### src/verilog/tsc_pkg.sv
`default_nettype none

package tsc_pkg;

	typedef logic [15:0] word_t;
	typedef logic [1:0] reg_addr_t;
	typedef logic [3:0] opcode_t;
	typedef logic [5:0] funct_t;

	// major opcodes in bits 15..12
	localparam opcode_t OP_ADI = 4'd4;
	localparam opcode_t OP_ORI = 4'd5;
	localparam opcode_t OP_LHI = 4'd6;
	localparam opcode_t OP_LWD = 4'd7;
	localparam opcode_t OP_SWD = 4'd8;
	localparam opcode_t OP_JMP = 4'd9;
	localparam opcode_t OP_RTYPE = 4'd15;

	// R-type function codes in bits 5..0
	localparam funct_t FN_ADD = 6'd0;
	localparam funct_t FN_SUB = 6'd1;
	localparam funct_t FN_AND = 6'd2;
	localparam funct_t FN_ORR = 6'd3;
	localparam funct_t FN_NOT = 6'd4;
	localparam funct_t FN_TCP = 6'd5;
	localparam funct_t FN_SHL = 6'd6;
	localparam funct_t FN_SHR = 6'd7;
	localparam funct_t FN_WWD = 6'd28;
	localparam funct_t FN_HLT = 6'd29;

	// first eight follow the function code order
	typedef enum logic [3:0] {
		ALU_ADD, ALU_SUB, ALU_AND, ALU_OR,
		ALU_NOT, ALU_TCP, ALU_SHL, ALU_SHR,
		ALU_PASS_B
	} alu_op_t;

	typedef enum logic [1:0] {
		FWD_REG, FWD_MEM, FWD_WB
	} fwd_sel_t;

endpackage

`default_nettype wire

### src/verilog/decode_stage.sv
`timescale 1ns/1ns
`default_nettype none

module decode_stage (
	input wire clk,
	input wire reset_n,
	input wire tsc_pkg::word_t instr_i,
	input wire tsc_pkg::word_t pc_i,
	input wire valid_i,
	input wire tsc_pkg::word_t rs_data_i,
	input wire tsc_pkg::word_t rt_data_i,
	output tsc_pkg::reg_addr_t rs_o,
	output tsc_pkg::reg_addr_t rt_o,
	output logic stall_o,
	output logic redirect_o,
	output tsc_pkg::word_t redirect_pc_o,
	output logic halt_o,
	output tsc_pkg::word_t a_o,
	output tsc_pkg::word_t b_o,
	output tsc_pkg::reg_addr_t src_a_o,
	output tsc_pkg::reg_addr_t src_b_o,
	output tsc_pkg::reg_addr_t dest_o,
	output tsc_pkg::word_t imm_o,
	output tsc_pkg::alu_op_t alu_op_o,
	output logic use_imm_o,
	output logic mem_read_o,
	output logic mem_write_o,
	output logic reg_write_o,
	output logic wwd_o,
	output logic halt_flag_o,
	output logic valid_o
);

	tsc_pkg::opcode_t opcode;
	tsc_pkg::funct_t funct;
	tsc_pkg::reg_addr_t rd;
	tsc_pkg::reg_addr_t dest;
	tsc_pkg::word_t imm;
	tsc_pkg::alu_op_t alu_op;
	logic known, uses_rs, uses_rt, use_imm;
	logic mem_rd, mem_wr, reg_wr, wwd, is_hlt, is_jmp;
	logic halt_seen, load_use, issue;

	assign opcode = instr_i[15:12];
	assign funct = instr_i[5:0];
	assign rs_o = instr_i[11:10];
	assign rt_o = instr_i[9:8];
	assign rd = instr_i[7:6];
	assign redirect_pc_o = {pc_i[15:12], instr_i[11:0]};

	always_comb begin
		known = 1'b0;
		uses_rs = 1'b0;
		uses_rt = 1'b0;
		dest = rt_o;
		imm = {{8{instr_i[7]}}, instr_i[7:0]};
		alu_op = tsc_pkg::ALU_ADD;
		use_imm = 1'b1;
		mem_rd = 1'b0;
		mem_wr = 1'b0;
		reg_wr = 1'b0;
		wwd = 1'b0;
		is_hlt = 1'b0;
		is_jmp = 1'b0;
		case (opcode)
			tsc_pkg::OP_ADI: begin
				known = 1'b1;
				uses_rs = 1'b1;
				reg_wr = 1'b1;
			end
			tsc_pkg::OP_ORI: begin
				known = 1'b1;
				uses_rs = 1'b1;
				reg_wr = 1'b1;
				imm = {8'h00, instr_i[7:0]};
				alu_op = tsc_pkg::ALU_OR;
			end
			tsc_pkg::OP_LHI: begin
				known = 1'b1;
				reg_wr = 1'b1;
				imm = {instr_i[7:0], 8'h00};
				alu_op = tsc_pkg::ALU_PASS_B;
			end
			tsc_pkg::OP_LWD: begin
				known = 1'b1;
				uses_rs = 1'b1;
				mem_rd = 1'b1;
				reg_wr = 1'b1;
			end
			tsc_pkg::OP_SWD: begin
				known = 1'b1;
				uses_rs = 1'b1;
				uses_rt = 1'b1;
				mem_wr = 1'b1;
			end
			tsc_pkg::OP_JMP: begin
				known = 1'b1;
				is_jmp = 1'b1;
			end
			tsc_pkg::OP_RTYPE: begin
				use_imm = 1'b0;
				dest = rd;
				if (funct <= tsc_pkg::FN_SHR) begin
					known = 1'b1;
					uses_rs = 1'b1;
					// not, tcp and the shifts are unary
					uses_rt = funct <= tsc_pkg::FN_ORR;
					reg_wr = 1'b1;
					alu_op = tsc_pkg::alu_op_t'({1'b0, funct[2:0]});
				end else if (funct == tsc_pkg::FN_WWD) begin
					known = 1'b1;
					uses_rs = 1'b1;
					wwd = 1'b1;
				end else if (funct == tsc_pkg::FN_HLT) begin
					known = 1'b1;
					is_hlt = 1'b1;
				end
			end
			default: ;
		endcase
	end

	// load in execute feeding this instruction
	assign load_use = valid_o && mem_read_o &&
		((uses_rs && dest_o == rs_o) || (uses_rt && dest_o == rt_o));
	assign stall_o = valid_i && !halt_seen && load_use;
	assign redirect_o = valid_i && !halt_seen && is_jmp;
	assign halt_o = halt_seen || (valid_i && is_hlt);
	assign issue = valid_i && known && !halt_seen && !load_use;

	always_ff @(posedge clk) begin
		if (!reset_n) begin
			halt_seen <= 1'b0;
			mem_read_o <= 1'b0;
			mem_write_o <= 1'b0;
			reg_write_o <= 1'b0;
			wwd_o <= 1'b0;
			halt_flag_o <= 1'b0;
			valid_o <= 1'b0;
		end else begin
			if (issue && is_hlt)
				halt_seen <= 1'b1;
			mem_read_o <= issue && mem_rd;
			mem_write_o <= issue && mem_wr;
			reg_write_o <= issue && reg_wr;
			wwd_o <= issue && wwd;
			halt_flag_o <= issue && is_hlt;
			valid_o <= issue;
		end
	end

	always_ff @(posedge clk) begin
		a_o <= rs_data_i;
		b_o <= rt_data_i;
		src_a_o <= rs_o;
		src_b_o <= rt_o;
		dest_o <= dest;
		imm_o <= imm;
		alu_op_o <= alu_op;
		use_imm_o <= use_imm;
	end

endmodule

`default_nettype wire

### src/verilog/execute_stage.sv
`timescale 1ns/1ns
`default_nettype none

module execute_stage (
	input wire clk,
	input wire reset_n,
	input wire tsc_pkg::word_t a_i,
	input wire tsc_pkg::word_t b_i,
	input wire tsc_pkg::reg_addr_t src_a_i,
	input wire tsc_pkg::reg_addr_t src_b_i,
	input wire tsc_pkg::reg_addr_t dest_i,
	input wire tsc_pkg::word_t imm_i,
	input wire tsc_pkg::alu_op_t alu_op_i,
	input wire use_imm_i,
	input wire mem_read_i,
	input wire mem_write_i,
	input wire reg_write_i,
	input wire wwd_i,
	input wire halt_flag_i,
	input wire valid_i,
	input wire tsc_pkg::reg_addr_t mem_dest_i,
	input wire tsc_pkg::word_t mem_result_i,
	input wire mem_reg_write_i,
	input wire tsc_pkg::reg_addr_t wb_dest_i,
	input wire tsc_pkg::word_t wb_data_i,
	input wire wb_reg_write_i,
	output tsc_pkg::word_t result_o,
	output tsc_pkg::word_t store_data_o,
	output tsc_pkg::reg_addr_t dest_o,
	output logic mem_read_o,
	output logic mem_write_o,
	output logic reg_write_o,
	output logic wwd_o,
	output logic halt_o,
	output logic valid_o
);

	tsc_pkg::fwd_sel_t fwd_a, fwd_b;
	tsc_pkg::word_t op_a, op_b, alu_b, alu_y;
	logic a_used, b_used;

	// memory stage is younger, so it is checked first
	always_comb begin
		fwd_a = tsc_pkg::FWD_REG;
		if (mem_reg_write_i && mem_dest_i == src_a_i)
			fwd_a = tsc_pkg::FWD_MEM;
		else if (wb_reg_write_i && wb_dest_i == src_a_i)
			fwd_a = tsc_pkg::FWD_WB;
		fwd_b = tsc_pkg::FWD_REG;
		if (mem_reg_write_i && mem_dest_i == src_b_i)
			fwd_b = tsc_pkg::FWD_MEM;
		else if (wb_reg_write_i && wb_dest_i == src_b_i)
			fwd_b = tsc_pkg::FWD_WB;
	end

	always_comb begin
		case (fwd_a)
			tsc_pkg::FWD_MEM: op_a = mem_result_i;
			tsc_pkg::FWD_WB: op_a = wb_data_i;
			default: op_a = a_i;
		endcase
		case (fwd_b)
			tsc_pkg::FWD_MEM: op_b = mem_result_i;
			tsc_pkg::FWD_WB: op_b = wb_data_i;
			default: op_b = b_i;
		endcase
	end

	assign alu_b = use_imm_i ? imm_i : op_b;

	// operands that the instruction in execute really reads
	assign a_used = mem_write_i || wwd_i ||
		(reg_write_i && alu_op_i != tsc_pkg::ALU_PASS_B);
	assign b_used = mem_write_i ||
		(!use_imm_i && reg_write_i && alu_op_i <= tsc_pkg::ALU_OR);

	always_comb begin
		case (alu_op_i)
			tsc_pkg::ALU_ADD: alu_y = op_a + alu_b;
			tsc_pkg::ALU_SUB: alu_y = op_a - alu_b;
			tsc_pkg::ALU_AND: alu_y = op_a & alu_b;
			tsc_pkg::ALU_OR: alu_y = op_a | alu_b;
			tsc_pkg::ALU_NOT: alu_y = ~op_a;
			tsc_pkg::ALU_TCP: alu_y = ~op_a + 16'd1;
			tsc_pkg::ALU_SHL: alu_y = {op_a[14:0], 1'b0};
			// arithmetic shift keeps the sign bit
			tsc_pkg::ALU_SHR: alu_y = {op_a[15], op_a[15:1]};
			default: alu_y = alu_b;
		endcase
	end

	always_ff @(posedge clk) begin
		if (!reset_n) begin
			mem_read_o <= 1'b0;
			mem_write_o <= 1'b0;
			reg_write_o <= 1'b0;
			wwd_o <= 1'b0;
			halt_o <= 1'b0;
			valid_o <= 1'b0;
		end else begin
			mem_read_o <= valid_i && mem_read_i;
			mem_write_o <= valid_i && mem_write_i;
			reg_write_o <= valid_i && reg_write_i;
			wwd_o <= valid_i && wwd_i;
			halt_o <= valid_i && halt_flag_i;
			valid_o <= valid_i;
		end
	end

	always_ff @(posedge clk) begin
		// wwd carries its operand down to the output port
		result_o <= wwd_i ? op_a : alu_y;
		store_data_o <= op_b;
		dest_o <= dest_i;
	end

	// a load in the memory stage only holds its address, decode stalls its consumer
	a_fwd_a_ready: assert property (@(posedge clk) disable iff (!reset_n)
		valid_i && a_used && fwd_a == tsc_pkg::FWD_MEM |-> !mem_read_o);
	a_fwd_b_ready: assert property (@(posedge clk) disable iff (!reset_n)
		valid_i && b_used && fwd_b == tsc_pkg::FWD_MEM |-> !mem_read_o);

endmodule

`default_nettype wire

### src/verilog/fetch_stage.sv
`timescale 1ns/1ns
`default_nettype none

module fetch_stage #(
	parameter tsc_pkg::word_t RESET_PC = 16'h0000
) (
	input wire clk,
	input wire reset_n,
	input wire stall_i,
	input wire redirect_i,
	input wire tsc_pkg::word_t redirect_pc_i,
	input wire halt_i,
	input wire tsc_pkg::word_t i_data_i,
	output logic i_read_o,
	output tsc_pkg::word_t i_address_o,
	output tsc_pkg::word_t instr_o,
	output tsc_pkg::word_t pc_o,
	output logic valid_o
);

	tsc_pkg::word_t pc;
	logic running;

	// no request in the first cycle out of reset
	assign i_read_o = running && !halt_i;
	assign i_address_o = pc;

	always_ff @(posedge clk) begin
		if (!reset_n) begin
			pc <= RESET_PC;
			running <= 1'b0;
			valid_o <= 1'b0;
		end else begin
			running <= 1'b1;
			if (redirect_i) begin
				pc <= redirect_pc_i;
				// drop the word fetched behind the jump
				valid_o <= 1'b0;
			end else if (!stall_i) begin
				if (i_read_o)
					pc <= pc + 16'd1;
				valid_o <= i_read_o;
			end
		end
	end

	// IF/ID payload
	always_ff @(posedge clk) begin
		if (!stall_i) begin
			instr_o <= i_data_i;
			pc_o <= pc;
		end
	end

	a_stall_holds_pc: assert property (@(posedge clk) disable iff (!reset_n)
		stall_i |=> $stable(pc));

endmodule

`default_nettype wire

### src/verilog/memory_stage.sv
`timescale 1ns/1ns
`default_nettype none

module memory_stage (
	input wire clk,
	input wire reset_n,
	input wire tsc_pkg::word_t result_i,
	input wire tsc_pkg::word_t store_data_i,
	input wire tsc_pkg::reg_addr_t dest_i,
	input wire mem_read_i,
	input wire mem_write_i,
	input wire reg_write_i,
	input wire wwd_i,
	input wire halt_i,
	input wire valid_i,
	input wire tsc_pkg::word_t d_rdata_i,
	output logic d_read_o,
	output logic d_write_o,
	output tsc_pkg::word_t d_address_o,
	output tsc_pkg::word_t d_wdata_o,
	output tsc_pkg::word_t data_o,
	output tsc_pkg::reg_addr_t dest_o,
	output logic reg_write_o,
	output logic wwd_o,
	output logic halt_o,
	output logic valid_o
);

	assign d_read_o = valid_i && mem_read_i;
	assign d_write_o = valid_i && mem_write_i;
	assign d_address_o = result_i;
	assign d_wdata_o = store_data_i;

	always_ff @(posedge clk) begin
		if (!reset_n) begin
			reg_write_o <= 1'b0;
			wwd_o <= 1'b0;
			halt_o <= 1'b0;
			valid_o <= 1'b0;
		end else begin
			reg_write_o <= valid_i && reg_write_i;
			wwd_o <= valid_i && wwd_i;
			halt_o <= valid_i && halt_i;
			valid_o <= valid_i;
		end
	end

	always_ff @(posedge clk) begin
		data_o <= d_read_o ? d_rdata_i : result_i;
		dest_o <= dest_i;
	end

endmodule

`default_nettype wire

### src/verilog/register_file.sv
`timescale 1ns/1ns
`default_nettype none

module register_file (
	input wire clk,
	input wire reset_n,
	input wire tsc_pkg::reg_addr_t rs_i,
	input wire tsc_pkg::reg_addr_t rt_i,
	output tsc_pkg::word_t rs_data_o,
	output tsc_pkg::word_t rt_data_o,
	input wire we_i,
	input wire tsc_pkg::reg_addr_t wr_addr_i,
	input wire tsc_pkg::word_t wr_data_i
);

	tsc_pkg::word_t regs [4];

	always_ff @(posedge clk) begin
		if (!reset_n) begin
			for (int i = 0; i < 4; i++)
				regs[i] <= '0;
		end else if (we_i) begin
			regs[wr_addr_i] <= wr_data_i;
		end
	end

	// write-back data goes straight to a same-cycle read
	always_comb begin
		if (we_i && wr_addr_i == rs_i)
			rs_data_o = wr_data_i;
		else
			rs_data_o = regs[rs_i];
		if (we_i && wr_addr_i == rt_i)
			rt_data_o = wr_data_i;
		else
			rt_data_o = regs[rt_i];
	end

endmodule

`default_nettype wire

### src/verilog/tsc_cpu.sv
`timescale 1ns/1ns
`default_nettype none

module tsc_cpu #(
	parameter tsc_pkg::word_t RESET_PC = 16'h0000
) (
	input wire clk,
	input wire reset_n,
	output logic i_read_o,
	output tsc_pkg::word_t i_address_o,
	input wire tsc_pkg::word_t i_data_i,
	output logic d_read_o,
	output logic d_write_o,
	output tsc_pkg::word_t d_address_o,
	output tsc_pkg::word_t d_wdata_o,
	input wire tsc_pkg::word_t d_rdata_i,
	output tsc_pkg::word_t output_port_o,
	output logic out_strobe_o,
	output tsc_pkg::word_t num_inst_o,
	output logic is_halted_o
);

	// fetch/decode
	tsc_pkg::word_t if_instr, if_pc, redirect_pc;
	logic if_valid, stall, redirect, halt;
	// register file
	tsc_pkg::reg_addr_t rs, rt, rf_addr;
	tsc_pkg::word_t rs_data, rt_data, rf_data;
	logic rf_we;
	// decode/execute
	tsc_pkg::word_t id_a, id_b, id_imm;
	tsc_pkg::reg_addr_t id_src_a, id_src_b, id_dest;
	tsc_pkg::alu_op_t id_alu_op;
	logic id_use_imm, id_mem_read, id_mem_write, id_reg_write, id_wwd, id_halt, id_valid;
	// execute/memory
	tsc_pkg::word_t ex_result, ex_store_data;
	tsc_pkg::reg_addr_t ex_dest;
	logic ex_mem_read, ex_mem_write, ex_reg_write, ex_wwd, ex_halt, ex_valid;
	// memory/write-back
	tsc_pkg::word_t mem_data;
	tsc_pkg::reg_addr_t mem_dest;
	logic mem_reg_write, mem_wwd, mem_halt, mem_valid;

	fetch_stage #(.RESET_PC(RESET_PC)) u_fetch (
		.clk, .reset_n, .stall_i(stall), .redirect_i(redirect),
		.redirect_pc_i(redirect_pc), .halt_i(halt), .i_data_i,
		.i_read_o, .i_address_o, .instr_o(if_instr), .pc_o(if_pc), .valid_o(if_valid)
	);

	register_file u_regs (
		.clk, .reset_n, .rs_i(rs), .rt_i(rt), .rs_data_o(rs_data), .rt_data_o(rt_data),
		.we_i(rf_we), .wr_addr_i(rf_addr), .wr_data_i(rf_data)
	);

	decode_stage u_decode (
		.clk, .reset_n, .instr_i(if_instr), .pc_i(if_pc), .valid_i(if_valid),
		.rs_data_i(rs_data), .rt_data_i(rt_data), .rs_o(rs), .rt_o(rt),
		.stall_o(stall), .redirect_o(redirect), .redirect_pc_o(redirect_pc), .halt_o(halt),
		.a_o(id_a), .b_o(id_b), .src_a_o(id_src_a), .src_b_o(id_src_b), .dest_o(id_dest),
		.imm_o(id_imm), .alu_op_o(id_alu_op), .use_imm_o(id_use_imm),
		.mem_read_o(id_mem_read), .mem_write_o(id_mem_write), .reg_write_o(id_reg_write),
		.wwd_o(id_wwd), .halt_flag_o(id_halt), .valid_o(id_valid)
	);

	// a load never sits in memory while its consumer is in execute,
	// so the registered ALU result is the memory-stage forward value
	execute_stage u_execute (
		.clk, .reset_n, .a_i(id_a), .b_i(id_b), .src_a_i(id_src_a), .src_b_i(id_src_b),
		.dest_i(id_dest), .imm_i(id_imm), .alu_op_i(id_alu_op), .use_imm_i(id_use_imm),
		.mem_read_i(id_mem_read), .mem_write_i(id_mem_write), .reg_write_i(id_reg_write),
		.wwd_i(id_wwd), .halt_flag_i(id_halt), .valid_i(id_valid),
		.mem_dest_i(ex_dest), .mem_result_i(ex_result), .mem_reg_write_i(ex_reg_write),
		.wb_dest_i(rf_addr), .wb_data_i(rf_data), .wb_reg_write_i(rf_we),
		.result_o(ex_result), .store_data_o(ex_store_data), .dest_o(ex_dest),
		.mem_read_o(ex_mem_read), .mem_write_o(ex_mem_write), .reg_write_o(ex_reg_write),
		.wwd_o(ex_wwd), .halt_o(ex_halt), .valid_o(ex_valid)
	);

	memory_stage u_memory (
		.clk, .reset_n, .result_i(ex_result), .store_data_i(ex_store_data),
		.dest_i(ex_dest), .mem_read_i(ex_mem_read), .mem_write_i(ex_mem_write),
		.reg_write_i(ex_reg_write), .wwd_i(ex_wwd), .halt_i(ex_halt), .valid_i(ex_valid),
		.d_rdata_i, .d_read_o, .d_write_o, .d_address_o, .d_wdata_o,
		.data_o(mem_data), .dest_o(mem_dest), .reg_write_o(mem_reg_write),
		.wwd_o(mem_wwd), .halt_o(mem_halt), .valid_o(mem_valid)
	);

	writeback_stage u_writeback (
		.clk, .reset_n, .data_i(mem_data), .dest_i(mem_dest), .reg_write_i(mem_reg_write),
		.wwd_i(mem_wwd), .halt_i(mem_halt), .valid_i(mem_valid),
		.rf_we_o(rf_we), .rf_addr_o(rf_addr), .rf_data_o(rf_data),
		.output_port_o, .out_strobe_o, .num_inst_o, .is_halted_o
	);

endmodule

`default_nettype wire

### src/verilog/writeback_stage.sv
`timescale 1ns/1ns
`default_nettype none

module writeback_stage (
	input wire clk,
	input wire reset_n,
	input wire tsc_pkg::word_t data_i,
	input wire tsc_pkg::reg_addr_t dest_i,
	input wire reg_write_i,
	input wire wwd_i,
	input wire halt_i,
	input wire valid_i,
	output logic rf_we_o,
	output tsc_pkg::reg_addr_t rf_addr_o,
	output tsc_pkg::word_t rf_data_o,
	output tsc_pkg::word_t output_port_o,
	output logic out_strobe_o,
	output tsc_pkg::word_t num_inst_o,
	output logic is_halted_o
);

	assign rf_we_o = valid_i && reg_write_i;
	assign rf_addr_o = dest_i;
	assign rf_data_o = data_i;

	always_ff @(posedge clk) begin
		if (!reset_n) begin
			output_port_o <= '0;
			out_strobe_o <= 1'b0;
			num_inst_o <= '0;
			is_halted_o <= 1'b0;
		end else begin
			out_strobe_o <= valid_i && wwd_i;
			if (valid_i && wwd_i)
				output_port_o <= data_i;
			// jumps and halt count too
			if (valid_i)
				num_inst_o <= num_inst_o + 16'd1;
			if (valid_i && halt_i)
				is_halted_o <= 1'b1;
		end
	end

	// nothing follows the halt down the pipeline
	a_idle_after_halt: assert property (@(posedge clk) disable iff (!reset_n)
		is_halted_o |-> !valid_i);

endmodule

`default_nettype wire
### config.mk
export PLATFORM = sky130hd
export DESIGN_NAME = tsc_cpu
export DESIGN_NICKNAME = d
export VERILOG_FILES = /design/src/verilog/tsc_pkg.sv /design/src/verilog/decode_stage.sv /design/src/verilog/execute_stage.sv /design/src/verilog/fetch_stage.sv /design/src/verilog/memory_stage.sv /design/src/verilog/register_file.sv /design/src/verilog/tsc_cpu.sv /design/src/verilog/writeback_stage.sv
export SDC_FILE = /design/constraint.sdc
export NUM_CORES = 1
export LEC_CHECK = 0
export BUFFER_PORTS_ARGS = -buffer_cell sky130_fd_sc_hd__buf_2
export CORE_MARGIN = 5
export CORE_UTILIZATION = 50
export DETAILED_ROUTE_END_ITERATION = 10
export GPL_ROUTABILITY_DRIVEN = 0
export PLACE_DENSITY_LB_ADDON = 0.05
export SYNTH_ARGS = -nofsm -noshare
export SYNTH_HDL_FRONTEND = slang
export SYNTH_SLANG_ARGS = --single-unit
export TNS_END_PERCENT = 20
### constraint.sdc
create_clock -name clk -period 7.66 [get_ports clk]
set_input_delay 1.532 -clock clk [delete_from_list [all_inputs] [get_ports clk]]
set_output_delay 1.532 -clock clk [all_outputs]
set_load 0.01 [all_outputs]
Word level (Yosys, flattened, before mapping)
Memory sizes are Yosys's and may differ from the RTL's. A register that Yosys moved wholly into a read port is not among the register bits.
Cells that the tools add are included.
Word-level totals
  register bits after elaboration: 212
  bits in latches: 0
  memory bits (writable): 64
  memory bits (read-only): 0
  bits of input ports: 34
  output and inout port bits: 85
  logic and storage cells: 177
  memories: 1
Cells by class
  add/sub/neg operators: 5
  $mul: 0
  div/mod/pow operators: 0
  magnitude comparators: 2
  equality and inequality tests: 29
  shift-type cells: 0
  mux-type cells: 49
  bitwise gates (word level): 4
  reduce and logical (&&, ||, !) cells: 48
Memory list
  u_regs.regs: depth 4, width 16, read ports 2, clocked after memory_dff 2, wr ports 4, line register_file.sv:16  | tsc_pkg::word_t regs [4];
Operators by type and width (number)
  two-way mux 16 bit: 9
  case mux 16 bit (8 select lines): 1
  case mux 16 bit (2 select lines): 3
  adder 16 x 1 -> 16 bit (second input constant): 3
  logical AND 1 bit: 35
  == test 4 x 3 -> 1 bit (second input constant): 8
  two-way mux 1 bit: 22
  adder 16 bit: 1
  bitwise AND 16 bit: 1
  == test 2 bit: 8
  two-way mux 2 bit: 8
  inverter 16 bit: 1
  bitwise OR 16 bit: 1
  OR reduction 16 bit: 1
  subtractor 16 bit: 1
  == test 4 bit (second input constant): 3
  == test 6 x 5 -> 1 bit (second input constant): 2
  case mux 4 bit (3 select lines): 1
  == test 4 x 2 -> 1 bit (second input constant): 2
  case mux 1 bit (2 select lines): 4
  OR reduction 4 bit: 2
  less-or-equal comparator 6 x 2 -> 1 bit (second input constant): 1
  less-or-equal comparator 6 x 3 -> 1 bit (second input constant): 1
  OR reduction 6 bit: 1
  12 further kinds: 17

Depth between registers and ports, before layout
  depth after elaboration: 12
  gate-level depth with buffers: 23

Modules after synthesis
A second synthesis with hierarchy kept.
Second synthesis, totals
  cell total of the unflattened synthesis: 1395
  area total of the unflattened synthesis: 14632.8 um^2
By module, submodules not included
  execute_stage: times used 1, cells each 603, area an instance 4548.1 um^2, sequential area each 800.8 um^2
  register_file: times used 1, cells each 227, area an instance 3779.9 um^2, sequential area each 1921.8 um^2
  decode_stage: times used 1, cells each 169, area an instance 1976.9 um^2, sequential area each 1321.3 um^2
  fetch_stage: times used 1, cells each 142, area an instance 1884.3 um^2, sequential area each 1321.3 um^2
  writeback_stage: times used 1, cells each 176, area an instance 1485.2 um^2, sequential area each 680.7 um^2
  memory_stage: times used 1, cells each 78, area an instance 958.4 um^2, sequential area each 440.4 um^2

Least setup slack after synthesis
No wires, ideal clock.
  kind: reg2reg
  start point: reg u_memory.dest_o[0]
  end point: reg u_execute.result_o[9]
  library setup time: 0.134 ns
  arrival time: 4.413 ns
  slack: 3.113 ns
  stages on the path, launching flop included: 21
  clock period less this slack: 4.547 ns
  cells stage by stage: dfxtp_1 > buf_2 > xor2_1 > buf_2 > o31a_1 > o31ai_1 > inv_1 > mux2i_1 > ha_1 > nor2_1 > xor2_1 > ha_1 > o21ai_0 > a21oi_1 > or4_1 > a2111oi_1 > nand2b_1 > xnor2_1 > a2111oi_1 > a21oi_1 > a2bb2oi_1
On the way
  longest elaborated chain between the ends: 10
  elaborated cells on any way between the ends: 23
  those cells by class: add/sub: 3; eq/ne: 6; mux: 9; bitwise: 3; reduce/logical: 2
RTL lines
  start: declaration: line memory_stage.sv:22  | output tsc_pkg::reg_addr_t dest_o,
  start signal: assignment: line memory_stage.sv:50  | dest_o <= dest_i;
  == test 2 bit *: line execute_stage.sv:52  | else if (wb_reg_write_i && wb_dest_i == src_b_i)
  logical AND 1 bit *: line execute_stage.sv:52
  two-way mux 2 bit *: line execute_stage.sv:52
  two-way mux 2 bit *: line execute_stage.sv:50  | if (mem_reg_write_i && mem_dest_i == src_b_i)
  == test 2 bit or == test 2 x 1 -> 1 bit (tied branches): line execute_stage.sv:62  | case (fwd_b)
  case mux 16 bit (2 select lines) *: line execute_stage.sv:62
  named net u_execute.op_b[0]: line execute_stage.sv:39  | tsc_pkg::word_t op_a, op_b, alu_b, alu_y;
  two-way mux 16 bit *: line execute_stage.sv:69  | assign alu_b = use_imm_i ? imm_i : op_b;
  subtractor 16 bit or adder 16 bit (tied branches): line execute_stage.sv:80, execute_stage.sv:79
  case mux 16 bit (8 select lines) *: line execute_stage.sv:78  | case (alu_op_i)
  two-way mux 16 bit *: line execute_stage.sv:112  | result_o <= wwd_i ? op_a : alu_y;
  end signal: assignment: line execute_stage.sv:112
  end: declaration: line execute_stage.sv:27  | output tsc_pkg::word_t result_o,
Mark *: on every way through the listed nets, which the timed path passes. The rest lies on a longest branch.
A chain may end at the register's enable or synchronous reset.

Worst setup path in the final report
  start point: reg u_memory.valid_o
  end point: reg u_execute.result_o[9]
On the way
  longest elaborated chain between the ends: 10
  elaborated cells on any way between the ends: 22
  those cells by class: add/sub: 3; eq/ne: 4; mux: 9; bitwise: 3; reduce/logical: 3
RTL lines
  start: declaration: line memory_stage.sv:26  | output logic valid_o
  start signal: assignment: line memory_stage.sv:44  | valid_o <= valid_i;
  logical AND 1 bit *: line writeback_stage.sv:22  | assign rf_we_o = valid_i && reg_write_i;
  logical AND 1 bit, on equally long branches: line execute_stage.sv:52, execute_stage.sv:47
  two-way mux 2 bit, on equally long branches: line execute_stage.sv:52, execute_stage.sv:47
  two-way mux 2 bit, on equally long branches: line execute_stage.sv:50, execute_stage.sv:45
  == test 2 bit (tied with other cells): line execute_stage.sv:62
  case mux 16 bit (2 select lines), on equally long branches: line execute_stage.sv:62, execute_stage.sv:57
  two-way mux 16 bit or inverter 16 bit (tied branches): line execute_stage.sv:69, execute_stage.sv:83, execute_stage.sv:84
  subtractor 16 bit (tied with other cells): line execute_stage.sv:80  | tsc_pkg::ALU_SUB: alu_y = op_a - alu_b;
  case mux 16 bit (8 select lines): line execute_stage.sv:78
  two-way mux 16 bit *: line execute_stage.sv:112
Every way passes the cells marked *; elsewhere a longest branch is shown, timed or not.

==> flow_metrics.env <==
export IMPL_grt_pass1_vias=10100
export IMPL_drcViolationCount=0
export IMPL_drtIter0Drc=1031
export IMPL_synth_edff_count=84
export IMPL_layout_setup_ws_ns=1.57
export IMPL_layout_area_overhead_vs_synth_pct=13.4
export IMPL_drv_slew=0
export IMPL_synthCells=1308
export IMPL_cp_max_fo=20
export IMPL_drt_wirelength_per_cell_um=21.9
export IMPL_tns_ns=0
export IMPL_critPathSlowestCell="and2_1"
export IMPL_ys_top_cells_by_count="dfxtp_1 (184), nand2_1 (115), nor2_1 (86), edfxtp_1 (84)"
export IMPL_cts_resized=0
export IMPL_fp_dieH_um=174
export IMPL_firstDrtPassIters=5
export IMPL_drive_above_1_share=0.211
export IMPL_clk_latency_ns=0.56
export IMPL_hold_viol_final=0
export IMPL_drv_cap=0
export IMPL_yosysMostFrequentCell="dfxtp_1"
export IMPL_ir_worst_vdd_mv=0.172
export IMPL_finalSetupViolCount=0
export IMPL_dieWidth_um=174
export IMPL_ctsHoldBuffers=0
export IMPL_synthArstFlopShare=0
export IMPL_yosys_top_cells_area="dfxtp_1 (28%), edfxtp_1 (19%), mux4_2 (5.4%)"
export IMPL_cts_tree="done"
export IMPL_crit_family="simple AND/OR/NAND/NOR gates"
export IMPL_cts_clk_slew_worst_paths_ns=0.06
export IMPL_timing_setup_critical_path_class="reg2reg"
export IMPL_preCtsSetupSlack_ns=1.71
export IMPL_period_minus_slack_ns=6.09
export IMPL_worstPathRequired_ns=8.08
export IMPL_overflow=0
export IMPL_hpwl_um=27500
export IMPL_crit_path_max_incr_delay_ns=0.76
export IMPL_placed_cell_area_sq_um=14200
export IMPL_rsz0062_at_grt="false"
export IMPL_grt_antenna_before_repair=0
export IMPL_drt_wl_total_um=38400
export IMPL_start_util=0.511
export IMPL_root_buffer="clkbuf_16"
export IMPL_finish_instance_area_sq_um=15200
export IMPL_synth_distinct_cells=81
export IMPL_cts_sinks=268
export IMPL_fin_skew_ns=0.0149
export IMPL_status="complete, no violations"
export IMPL_yosys_warnings=0
export IMPL_total_power_uw=3700
export IMPL_min_from="u_decode.dest_o[1]"
export IMPL_fin_util=0.579
export IMPL_crit_buf_inv=0
export IMPL_grt_pass1_wl_um=59400
export IMPL_detail_route_antenna_nets=0
export IMPL_clock_tree_buffer_depth=3
export IMPL_holdCritPathClass="reg2reg"
export IMPL_ioPinCount=119
export IMPL_vias_per_cell=6.00
export IMPL_grt_max_degree=39
export IMPL_vias=10500
export IMPL_regToRegStartpoint="u_memory.valid_o"
export IMPL_grt_use_total=0.246
export IMPL_io_buffer_count=118
export IMPL_coreArea_sq_um=26200
export IMPL_nets=1457
export IMPL_syn_num_nets=1367
export IMPL_crit_start="u_memory.valid_o"
export IMPL_numCtsBuffers=28
export IMPL_antenna_cells=0
export IMPL_p_per_area_nw_per_um2=244
export IMPL_syn_cell_area_sq_um=13400
export IMPL_yosysSeqAreaShare=0.464
export IMPL_endpoint_kind="register"
export IMPL_p_leak_uw=0.00611
export IMPL_worst_slew_pin_slew_ns=1.11
export IMPL_fmax_ghz=0.164
export IMPL_relSlewSlack=0.261
export IMPL_fin_crit_sh=0.795
export IMPL_ys_ff_latch=268
export IMPL_arrival_ns=6.51
export IMPL_ys_flop_type="dfxtp_1"
export IMPL_path_cells="and2_1 > nand3_1 > a221oi_1 > o221ai_1 > nand2_1 > a21oi_1 > xor2_1 > ha_1 > or4_1 > a2111oi_1 > nand2b_1 > xnor2_1 > a2111oi_1 > a21oi_1 > a2bb2oi_1"
export IMPL_cp_start_kind="register"
export IMPL_avgSynthCellArea_sq_um=10.2
export IMPL_synth_top_area_cell="dfxtp_1"
export IMPL_yosys_area_top_type_share=0.275
export IMPL_h_tree_depth=1
export IMPL_post_cts_setup_buffers=0
export IMPL_die_area_sq_um=30100
export IMPL_placementRows=59
routing by layer:
metal / GRT usage / part of all wire / up-vias / routed length [um]
met4: 0.0680 / 0.029 / 0 / 1120
met1: 0.347 / 0.44 / 5040 / 16800
met5: 0 / 0 / - / 0
met3: 0.0371 / 0.074 / 76 / 2850
li1: - / - / 4978 / -
met2: 0.399 / 0.46 / 430 / 17600
layout by cell type (no fill, tap or decap), types with 41 or more instances in the layout:
cell type,Yosys,final
buf_2,10,118
mux2_2,49,49
xor2_1,41,41
nand2_1,115,115
o21ai_0,54,52
dfxtp_1,184,184
inv_1,45,45
and2_1,53,53
nor2_1,86,86
a21oi_1,54,54
edfxtp_1,84,84
sequential cells by signal, indices dropped and copies added, names as in the netlist, 2 cells and up, named ones only:
| name | flops |
|---|---|
| u_regs.regs | 64 |
| u_execute.result_o | 16 |
| u_fetch.instr_o | 16 |
| u_decode.b_o | 16 |
| u_decode.dest_o | 2 |
| u_decode.src_b_o | 2 |
| u_fetch.pc_o | 4 |
| u_writeback.output_port_o | 16 |
| u_execute.dest_o | 2 |
| u_writeback.num_inst_o | 16 |
| u_execute.store_data_o | 16 |
| u_decode.src_a_o | 2 |
| u_decode.a_o | 16 |
| u_memory.data_o | 16 |
| u_memory.dest_o | 2 |
| u_fetch.i_address_o | 16 |
| u_decode.alu_op_o | 4 |
| u_decode.imm_o | 16 |
area by class of cell:
cell class	instances	area (sq um)
Fill cell	2321	11000
Timing Repair Buffer	131	688
Inverter	48	180
Sequential cell	268	6210
Clock inverter	12	135
Clock buffer	40	836
Tap cell	335	419
Multi-Input combinational cell	921	6720
report_power, final:
part / switching, uW / total (uW) / internal [uW]
Clock: 576 / 1410 / 830
Sequential: 196 / 1770 / 1580
Combinational: 291 / 523 / 232
logic make-up (layout without fill, tap and decap cells):
| logic type | after synthesis | after routing | synth area share |
|---|---|---|---|
| and+or+nand+nor | 453 | 453 | 0.171 |
| DFF | 268 | 268 | 0.464 |
| AOI/OAI and AO/OA | 258 | 258 | 0.135 |
| buffers and inverters | 119 | 231 | 0.0377 |
| muxes | 104 | 104 | 0.114 |
| xor gates and xnor gates | 80 | 80 | 0.0535 |
| adders and majority gates | 26 | 26 | 0.0247 |
through the flow:
stage                     hold slack (ns)  cells
after detailed placement            0.381   1703
after floorplan                     0.375   1308
after global placement              0.381   1703
final                               0.390   1755
after global routing                0.414   1755
after CTS                           0.389   1755
path summary, 6_finish.rpt:
kind | to | slack (ns) | cells past startpoint
worst max-delay path | u_execute.result_o[9] | 1.57 | 15
worst min-delay path | u_execute.dest_o[1] | 0.39 | 0
worst max register to register | u_execute.result_o[9] | 1.57 | 15
worst min register to register | u_execute.dest_o[1] | 0.39 | 0
(Power assumes the default switching activity.)
